`config.mk`:
```
export PLATFORM = sky130hd
export DESIGN_NAME = routerLink
export DESIGN_NICKNAME = d
export VERILOG_FILES = /design/src/nocPkg.sv /design/src/flitFifo.sv /design/src/inputChannel.sv /design/src/linkArbiter.sv /design/src/linkMux.sv /design/src/packetTimer.sv /design/src/routerLink.sv
export SDC_FILE = /design/constraint.sdc
export NUM_CORES = 1
export LEC_CHECK = 0
export BUFFER_PORTS_ARGS = -buffer_cell sky130_fd_sc_hd__buf_4
export CAP_MARGIN = 20
export CELL_PAD_IN_SITES_DETAIL_PLACEMENT = 2
export CELL_PAD_IN_SITES_GLOBAL_PLACEMENT = 2
export CORE_AREA = 3 3 341 343
export CTS_CLUSTER_DIAMETER = 50
export DETAILED_ROUTE_END_ITERATION = 8
export DIE_AREA = 0 0 344 346
export PLACE_DENSITY_LB_ADDON = 0.1
export SLEW_MARGIN = 30
export SYNTH_ARGS = -nofsm -noshare
export SYNTH_HDL_FRONTEND = slang
export SYNTH_SLANG_ARGS = --single-unit
```
`constraint.sdc`:
```
create_clock -name clk -period 10.4 [get_ports clk]
set_input_delay 2.6 -clock clk [delete_from_list [all_inputs] [get_ports clk]]
set_output_delay 2.6 -clock clk [all_outputs]
set_load 0.05 [all_outputs]
```
`src/nocPkg.sv`:
```
package nocPkg;

  localparam int NumChannels = 5;
  localparam int LenWidth = 12;
  localparam int DataWidth = 16;

  typedef enum logic [2:0] {
    KindNone = 3'd0, // no flit at the head.
    KindHead = 3'd1,
    KindBody = 3'd2,
    KindTail = 3'd3
  } flitKind_t;

  // 31-bit flit.
  typedef struct packed {
    flitKind_t kind;
    logic [LenWidth-1:0] length; // flits in packet minus one, header only.
    logic [DataWidth-1:0] data;
  } flit_t;

  typedef logic [2:0] chan_t;

  localparam chan_t ChanL = 3'd0;
  localparam chan_t ChanN = 3'd1;
  localparam chan_t ChanE = 3'd2;
  localparam chan_t ChanW = 3'd3;
  localparam chan_t ChanS = 3'd4;

  // bit 0 idle, bit c+1 channel c.
  typedef logic [NumChannels:0] grant_t;

  localparam grant_t GrantIdle = grant_t'(1);

endpackage

```
`src/flitFifo.sv`:
```
`timescale 1ns/1ps

module flitFifo #(
  parameter int FifoDepth = 8,
  parameter type payload_t = logic [7:0]
) (
  input  logic     clk,
  input  logic     rst,
  input  payload_t wrData,
  input  logic     wrEn,
  input  logic     rdEn,
  output payload_t rdData,
  output logic     empty,
  output logic     full
);

  localparam int PtrWidth = (FifoDepth > 1) ? $clog2(FifoDepth) : 1;
  localparam int CountWidth = $clog2(FifoDepth + 1);

  payload_t mem [FifoDepth];
  logic [PtrWidth-1:0] wrPtr;
  logic [PtrWidth-1:0] rdPtr;
  logic [CountWidth-1:0] count;
  logic doWrite;
  logic doRead;

  function automatic logic [PtrWidth-1:0] nextPtr(input logic [PtrWidth-1:0] ptr);
    if (ptr == PtrWidth'(FifoDepth - 1))
      return '0;
    return ptr + 1'b1;
  endfunction

  assign empty = (count == '0);
  assign full = (count == CountWidth'(FifoDepth));
  assign doWrite = wrEn && !full;  // write on full dropped.
  assign doRead = rdEn && !empty;
  assign rdData = mem[rdPtr];      // head entry.

  always_ff @(posedge clk)
  begin
    if (doWrite)
      mem[wrPtr] <= wrData;
  end

  always_ff @(posedge clk)
  begin
    if (rst)
    begin
      wrPtr <= '0;
      rdPtr <= '0;
      count <= '0;
    end
    else
    begin
      if (doWrite)
        wrPtr <= nextPtr(wrPtr);
      if (doRead)
        rdPtr <= nextPtr(rdPtr);
      case ({doWrite, doRead})
        2'b10: count <= count + 1'b1;
        2'b01: count <= count - 1'b1;
        default: count <= count;
      endcase
    end
  end

endmodule

```
`src/inputChannel.sv`:
```
`timescale 1ns/1ps

module inputChannel import nocPkg::*; #(
  parameter int FifoDepth = 8
) (
  input  logic  clk,
  input  logic  rst,
  input  flit_t inFlit,
  input  logic  inValid,
  input  logic  pop,
  output flit_t headFlit,
  output logic  req,
  output logic  full
);

  logic empty;

  // flit buffer for this channel.
  flitFifo #(
    .FifoDepth(FifoDepth),
    .payload_t(flit_t)
  ) buffer (
    .clk(clk),
    .rst(rst),
    .wrData(inFlit),
    .wrEn(inValid),
    .rdEn(pop),
    .rdData(headFlit),
    .empty(empty),
    .full(full)
  );

  assign req = !empty; // request while anything is buffered.

endmodule

```
`src/linkArbiter.sv`:
```
`timescale 1ns/1ps

module linkArbiter import nocPkg::*; (
  input  logic                   clk,
  input  logic                   rst,
  input  logic [NumChannels-1:0] req,
  input  flit_t                  headFlit [NumChannels],
  output grant_t                 grant
);

  grant_t nextGrant;
  chan_t holder;
  logic [NumChannels-1:0] runTimer;
  logic [NumChannels-1:0] timesUp;

  for (genvar c = 0; c < NumChannels; c++)
  begin : genTimer
    flitKind_t headKind;

    // an empty buffer shows a stale head.
    assign headKind = req[c] ? headFlit[c].kind : KindNone;

    packetTimer timer (
      .clk(clk),
      .rst(rst),
      .kind(headKind),
      .length(headFlit[c].length),
      .runTimer(runTimer[c]),
      .timesUp(timesUp[c])
    );
  end

  always_comb
  begin
    holder = '0;
    for (int c = 0; c < NumChannels; c++)
    begin
      if (grant[c + 1])
        holder = chan_t'(c);
    end
  end

  always_comb
  begin
    int idx;

    nextGrant = GrantIdle;
    runTimer = '0;
    idx = 0;
    if (!$onehot(grant))
      nextGrant = GrantIdle;
    else if (grant[0])
    begin
      // fixed priority, L first.
      for (int c = NumChannels - 1; c >= 0; c--)
      begin
        if (req[c])
          nextGrant = grant_t'(1) << (c + 1);
      end
    end
    else if (req[holder] && !timesUp[holder])
    begin
      runTimer[holder] = 1'b1;
      nextGrant = grant;
    end
    else
    begin
      // nearest requester after the holder wins.
      for (int i = NumChannels - 1; i >= 1; i--)
      begin
        idx = (int'(holder) + i) % NumChannels;
        if (req[idx])
          nextGrant = grant_t'(1) << (idx + 1);
      end
    end
  end

  always_ff @(posedge clk)
  begin
    if (rst)
      grant <= GrantIdle;
    else
      grant <= nextGrant;
  end

endmodule

```
`src/linkMux.sv`:
```
`timescale 1ns/1ps

module linkMux import nocPkg::*; (
  input  logic                   clk,
  input  logic                   rst,
  input  grant_t                 grant,
  input  logic [NumChannels-1:0] req,
  input  flit_t                  headFlit [NumChannels],
  output logic [NumChannels-1:0] pop,
  output flit_t                  outFlit,
  output chan_t                  outChan,
  output logic                   outValid
);

  flit_t selFlit;
  chan_t selChan;

  always_comb
  begin
    selFlit = headFlit[0];
    selChan = '0;
    for (int c = 0; c < NumChannels; c++)
    begin
      pop[c] = grant[c + 1] && req[c]; // holder popped while it requests.
      if (grant[c + 1])
      begin
        selFlit = headFlit[c];
        selChan = chan_t'(c);
      end
    end
  end

  always_ff @(posedge clk)
  begin
    if (rst)
      outValid <= 1'b0;
    else
      outValid <= |pop;
  end

  always_ff @(posedge clk)
  begin
    outFlit <= selFlit;
    outChan <= selChan;
  end

endmodule

```
`src/packetTimer.sv`:
```
`timescale 1ns/1ps

module packetTimer import nocPkg::*; (
  input  logic                clk,
  input  logic                rst,
  input  flitKind_t           kind,
  input  logic [LenWidth-1:0] length,
  input  logic                runTimer,
  output logic                timesUp
);

  logic [LenWidth-1:0] limit;
  logic [LenWidth-1:0] count;

  always_ff @(posedge clk)
  begin
    if (rst)
    begin
      limit <= '0;
      count <= '0;
    end
    else
    begin
      if (kind == KindHead)
        limit <= length; // budget from the header at the head.
      if (runTimer)
        count <= count + 1'b1;
      else
        count <= '0;
    end
  end

  // high in the last granted cycle.
  assign timesUp = (count == limit);

endmodule

```
`src/routerLink.sv`:
```
`timescale 1ns/1ps

module routerLink import nocPkg::*; #(
  parameter int FifoDepth = 8
) (
  input  logic                   clk,
  input  logic                   rst,
  input  flit_t                  inFlit [NumChannels],
  input  logic [NumChannels-1:0] inValid,
  output logic [NumChannels-1:0] inFull,
  output flit_t                  outFlit,
  output chan_t                  outChan,
  output logic                   outValid
);

  flit_t headFlit [NumChannels];
  logic [NumChannels-1:0] req;
  logic [NumChannels-1:0] pop;
  grant_t grant;

  // L, N, E, W, S.
  for (genvar c = 0; c < NumChannels; c++)
  begin : genChannel
    inputChannel #(
      .FifoDepth(FifoDepth)
    ) channel (
      .clk(clk),
      .rst(rst),
      .inFlit(inFlit[c]),
      .inValid(inValid[c]),
      .pop(pop[c]),
      .headFlit(headFlit[c]),
      .req(req[c]),
      .full(inFull[c])
    );
  end

  linkArbiter arbiter (
    .clk(clk),
    .rst(rst),
    .req(req),
    .headFlit(headFlit),
    .grant(grant)
  );

  linkMux mux (
    .clk(clk),
    .rst(rst),
    .grant(grant),
    .req(req),
    .headFlit(headFlit),
    .pop(pop),
    .outFlit(outFlit),
    .outChan(outChan),
    .outValid(outValid)
  );

endmodule
```
; After elaboration in Yosys (flattened, before gate mapping)
; Memory sizes are Yosys's and may differ from the RTL's. A register that Yosys moved wholly into a read port is not among the register bits.
; Cells that the tools add are included.
[totals]
mem_count = 5
regBits = 211
mem_bits_ro = 0
ram_bits = 1240
latch_bits = 0
[op_classes]
n_div = 4
n_shift = 4
muxes = 120
bitwise = 6
magnitude_cmp = 6
mul = 0
eq_ne = 37
reduce_logical = 45
addsub = 38
[memory_table]
columns = name, words, width, rd, rd_clocked_by_memory_dff, wr, line
row1 = genChannel[0].channel.buffer.mem, 8, 31, 1, 1, 1, flitFifo.sv:20  ; payload_t mem [FifoDepth];
row2 = genChannel[1].channel.buffer.mem, 8, 31, 1, 1, 1, flitFifo.sv:20
row3 = genChannel[2].channel.buffer.mem, 8, 31, 1, 1, 1, flitFifo.sv:20
row4 = genChannel[3].channel.buffer.mem, 8, 31, 1, 1, 1, flitFifo.sv:20
row5 = genChannel[4].channel.buffer.mem, 8, 31, 1, 1, 1, flitFifo.sv:20
[ops]
columns = operator, n
row1 = $add 32x2->32 const B, 4
row2 = $lt 32x5->1 const B, 4
row3 = $mod 32x4->32 const B, 4
row4 = $shl 1x32->6 const A, 4
row5 = $mux 31, 4
row6 = $mux 3, 38
row7 = $mux 6, 11
row8 = $add 12x1->12 const B, 5
row9 = $eq 12x12->1, 5
row10 = $mux 1, 52
row11 = $pmux 4 s2, 5
row12 = $add 3x1->3 const B, 10
row13 = $eq 3x3->1 const B, 10
row14 = $add 4x1->4 const B, 5
row15 = $eq 4x4->1 const B, 5
row16 = $logic_not 4->1, 5
row17 = $sub 4x1->4 const B, 5
row18 = $bmux 1 s3, 6
row19 = $eq 3x1->1 const B, 6
row20 = $logic_and 1x1->1, 17
row21 = $mux 5, 3
row22 = $reduce_or 2->1, 6
row23 = $logic_not 1->1, 11
row24 = $eq 2x1->1 const B, 5
row25 = other kinds (13), 30

; Depth between registers and ports, before layout
[logic_depth]
depth_word = 15
ltp_mapped = 15
ltp_nobuf = 13

; By module
; From an unflattened synthesis, not the netlist that was laid out.
[hier_totals]
cells_unflattened = 3239
area_unflattened_um2 = 59392.0
[by_module_without_submodules]
columns = mod, cells_per_inst, instances, area_per_inst_um2
row1 = flitFifo at genChannel[0].channel.buffer ..., 437, 3, 10013.4
row2 = flitFifo at genChannel[1].channel.buffer, 437, 1, 10017.1
row3 = flitFifo at genChannel[4].channel.buffer, 437, 1, 10015.9
row4 = packetTimer at arbiter.genTimer[0].timer ..., 113, 4, 1073.5
row5 = linkMux, 259, 1, 2372.3
row6 = linkArbiter, 223, 1, 1547.7
row7 = packetTimer at arbiter.genTimer[4].timer, 115, 1, 1086.0
row8 = inputChannel, 1, 5, 3.8

; Worst setup path before layout
; No wires, ideal clock.
[synth_timing]
kind = input to register
startpoint = input inValid[3]
endpoint = memory genChannel[3].channel.buffer.mem[2][0] (netlist name), enable pin
path_buffers = 0
arrival_time_ns = 6.099
setup_slack_ns = 3.793
setup_ns = 0.508
stages = 2
path_cell_list = nand2_1 nor4b_1
[synth_via]
elab_chain_len = 3
[synth_lines]
columns = element, line
row1 = "start, declared", routerLink.sv:9  ; input logic [NumChannels-1:0] inValid,
row2 = $logic_and 1x1->1, flitFifo.sv:35  ; assign doWrite = wrEn && !full;
row3 = $mux 1, flitFifo.sv:41  ; if (doWrite)
row4 = $mux 1 (implied by the code), flitFifo.sv:42  ; mem[wrPtr] <= wrData;
row5 = "end, declared", flitFifo.sv:20
; Every way passes these cells.

; Worst setup path in the final report
[layout_timing]
startpoint = register arbiter.grant[4]
endpoint = register arbiter.genTimer[1].timer.count[9]
[layout_via]
elab_chain_len = 11
elab_cells_between_ends = 21
classes_between = add/sub (2) / order compare (2) / eq/ne (1) / mux (11) / bitwise (1) / reduce/logical (4)
[layout_lines]
columns = element, line
row1 = "start, declared", linkArbiter.sv:8  ; output grant_t grant
row2 = "start signal, assigned", linkArbiter.sv:81  ; grant <= GrantIdle;
row3 = "start signal, assigned", linkArbiter.sv:83  ; grant <= nextGrant;
row4 = $mux 3 (2 in series), n/a
row5 = $lt 3x4->1 (implied by the code) (tied with other cells), linkArbiter.sv:63  ; runTimer[holder] = 1'b1;
row6 = $logic_and 1x1->1 (implied by the code) or $mux 1 (tied branches), "linkArbiter.sv:63, linkArbiter.sv:61"
row7 = $mux 1 (implied by the code) or $logic_not 1->1 (tied branches), "linkArbiter.sv:63, linkArbiter.sv:61"
row8 = $demux 1 s3 or $logic_and 1x1->1 (tied branches), n/a
row9 = $mux 5, linkArbiter.sv:61  ; else if (req[holder] && !timesUp[holder])
row10 = $mux 5, linkArbiter.sv:52  ; else if (grant[0])
row11 = $mux 5 *, linkArbiter.sv:50  ; if (!$onehot(grant))
row12 = $not 1->1 (no line) *, n/a
row13 = $reduce_or 2->1 (no line) *, n/a
row14 = "end signal, assigned", packetTimer.sv:27  ; count <= count + 1'b1;
row15 = "end, declared", packetTimer.sv:13  ; logic [LenWidth-1:0] count;
; Every way passes the cells marked *; elsewhere a longest branch is shown, timed or not. The select of a mux whose other input is x is not followed.
; A chain may end at the register's enable or synchronous reset.

==> metrics.csv <==
stage,metric,value,unit
finish,fin_nets,3647,
sta,hold_viol,0,
sta,worst_slew_pin_slew,1.10,ns
critical_path,regToRegEndpoint,arbiter.genTimer[1].timer.count[9],
pwr,leakage,22.1,nW
yosys,yosys_warnings,0,
clocking,cts_resized,0,
finish,syn_to_final_growth,15.4,%
route,first_pass_iters,5,
worst_hold_path,hold_class,register to register,
pwr,ir_drop,0.210,mV
yosys,syn_avg_cell_area,18.3,µm²
floorplanning,initial_core_util,50.8,%
clocking,clockBufferDepth,3,
clocking,cts_tree,built,
floorplanning,core_area,114000,µm²
critical_path,startpoint_type,register,
grt,grt_pass1_wl,269000,µm
critical_path,arrival,5.31,ns
grt,grt_remaining_overflow,0,
sta,max_freq,215,MHz
finish,layout_commonest_cell,edfxtp_1,
job,maxCapViolCount,0,
sta,finClkSkew,0.0334,ns
sta,slew_headroom,26.3,%
clocking,htreeDepth,4,
worst_hold_path,hold_end,arbiter.genTimer[3].timer.limit[8],
critical_path,crit_required,11.05,ns
yosys,synth_cell_type_count,62,
status,status,completed,
finish,layout_common_cells,"edfxtp_1 (1240), mux4_2 (310), buf_4 (265), dfxtp_1 (210), nor2_1 (192)",
grt,track_usage,31.5,%
sta,finalMaxSlewViolations,0,
grt,grt_util_met3,5.44,%
finish,fin_cells,5080,
critical_path,rr_worst_depth,11,
sta,tns,0,ns
floorplanning,num_rows,124,
place,dpl.cell_count,4774,
grt,grt_pass1_vias,35400,
yosys,ys.flop_type,edfxtp_1,
clocking,cts.sinks,1466,
route,dr_total_vias,31700,
yosys,syn-num-nets,3375,
grt,use_met1,41.5,%
route,drt_iter0_drc,3229,
route,drt-total-wl,185000,µm
sta,period_needed,4.66,ns
critical_path,worst-path-max-fanout,50,
grt,busiest_layer,met2,
worst_hold_path,hold_path.startpoint,arbiter.genTimer[3].timer.limit[8],
sta,setup_violations,0,
floorplanning,dieArea,119000,µm²
floorplanning,io_pins,202,
finish,drive_gt1_share,28.1,%
route,wire_per_inst,36.4,µm
clocking,cts.clk_slew.worst_paths,0.06,ns
clocking,ctsHoldBuffers,0,
yosys,netlist_instances,3155,
yosys,synth-seq-area-share,72.2,%
critical_path,crit_type,register to register,
sta,rsz0062_at_grt,no,
route,antenna_left,0,
yosys,syn-cell-area,57800,µm²
floorplanning,die_y,346,µm
clocking,cts_inserted_buffers,160,
yosys,yosys_register_bits,1466,
grt,use_met2,52.9,%
clocking,clk_latency,0.76,ns
route,drc_errors,0,
grt,grt_max_degree,69,
critical_path,endpoint_kind,register,
place,dp_hpwl,111000,µm
pwr,cellPowerDensity,230,nW/µm²
place,io_buffers,201,
yosys,synth_edf_count,1240,
floorplanning,die_w,344,µm
critical_path,regToRegSetupSlack,5.74,ns
grt,grt_antenna_before_repair,11,
finish,stdcell_area,66700,µm²
clocking,cts-root-buf,clkbuf_16,
finish,post-route-util,58.6,%
place,gp_congestion,0.855,
route,viasPerCell,6.24,
clocking,post_cts_buffers,0,
critical_path,rr_startpoint,arbiter.grant[4],
sta,min_period_over_period,44.8,%
yosys,async_flop_share,0,%
worst_hold_path,whs_path_depth,2,
place,placed_area,61300,µm²
-- Yosys cell counts (17+ instances only) --
cell type / instances / area, µm²
o21ai_0: 30 / 150
xor2_1: 66 / 578
nor2_1: 206 / 773
buf_2: 48 / 240
nand2_1: 99 / 372
xnor2_1: 62 / 543
mux2i_1: 129 / 1290
ha_1: 51 / 638
mux2_2: 87 / 980
edfxtp_1: 1240 / 37200
nor2b_1: 20 / 125
and3_1: 17 / 106
dfxtp_1: 226 / 4520
a22oi_1: 17 / 128
o211ai_1: 21 / 158
nor3_1: 44 / 220
mux4_2: 310 / 6980
clkbuf_1: 89 / 334
inv_1: 47 / 176
a211oi_1: 18 / 135
nand3_1: 44 / 220
nand4_1: 19 / 119
a21oi_1: 111 / 556
-- metal layers --
metal | vias up | share of wire [%]
met5 | - | 0.021
met4 | 6 | 3.7
met3 | 286 | 5.7
met2 | 1168 | 51
met1 | 17200 | 39
li1 | 13100 | -
-- critical path, cell delays in order, from the launching register on --
cell and delay [ns]:
dfxtp_2 0.31, buf_4 0.50, inv_1 0.48, ha_1 0.43, inv_1 0.05, fa_1 0.37
inv_1 0.08, ha_1 0.24, nor4_2 0.60, nor2b_2 0.69, o211ai_2 0.47, nor2_1 0.31
-- worst max path at each step --
stage | from | cells after the start | endpoint
2_1_floorplan | inValid[3] | 2 | genChannel[3].channel.buffer.mem[2][0]
3_3_place_gp | rst | 5 | arbiter.genTimer[2].timer.count[5]
3_5_place_dp | rst | 5 | arbiter.genTimer[1].timer.count[9]
4_1_cts | arbiter.grant[4] | 11 | arbiter.genTimer[1].timer.count[9]
5_1_grt | arbiter.grant[4] | 11 | arbiter.genTimer[1].timer.count[9]
6_report | arbiter.grant[4] | 11 | arbiter.genTimer[1].timer.count[9]
-- stage by stage --
step	hold WS, ns	power (W)	setup slack [ns]
floorplan	0.403	0.00836	3.79
global placement	0.455	0.00929	4.98
detailed placement	0.468	0.00944	4.98
CTS	0.475	0.0154	5.52
global route	0.507	0.0158	5.55
finish	0.473	0.0153	5.74
-- cell type report --
type,instances,area (µm²)
antenna,6,15.0
clock buffer,209,4510
clock inverter,88,876
fill,9386,47100
inverter,48,180
multi-input combinational,1483,15400
sequential,1466,41800
tap,1512,1890
timing repair buffer,268,2020
-- flip-flops by register name, indices dropped and copies added (netlist names), named ones only --
signal / flops
mux.outValid: 1
arbiter.genTimer.timer.limit: 60
arbiter.genTimer.timer.count: 60
arbiter.grant: 6
genChannel.channel.buffer.rdPtr: 15
mux.outChan: 3
genChannel.channel.buffer.count: 20
mux.outFlit: 31
genChannel.channel.buffer.wrPtr: 15
genChannel.channel.buffer.mem: 1240
-- power breakdown --
part / internal (W) / switching, W / total [W]
clock: 0.00344 / 0.00247 / 0.00591
combinational: 0.000858 / 0.00180 / 0.00266
sequential: 0.00660 / 0.000171 / 0.00677
total: 0.0109 / 0.00445 / 0.0153
-- cells by family (layout without fill, tap and decap cells) --
kind of cell | Yosys count | count (layout) | share of synthesized area [%]
other | 0 | 6 | 0
AO/OA/AOI/OAI | 248 | 248 | 2.76
adder cells (fa/ha/maj) | 58 | 58 | 1.35
XOR/XNOR | 128 | 128 | 1.94
buffers and inverters | 206 | 613 | 1.49
flip-flops | 1466 | 1466 | 72.2
multiplexers | 527 | 527 | 16.0
AND/OR/NAND/NOR | 522 | 522 | 4.22
Note: power is estimated with default switching activity, not from simulation.
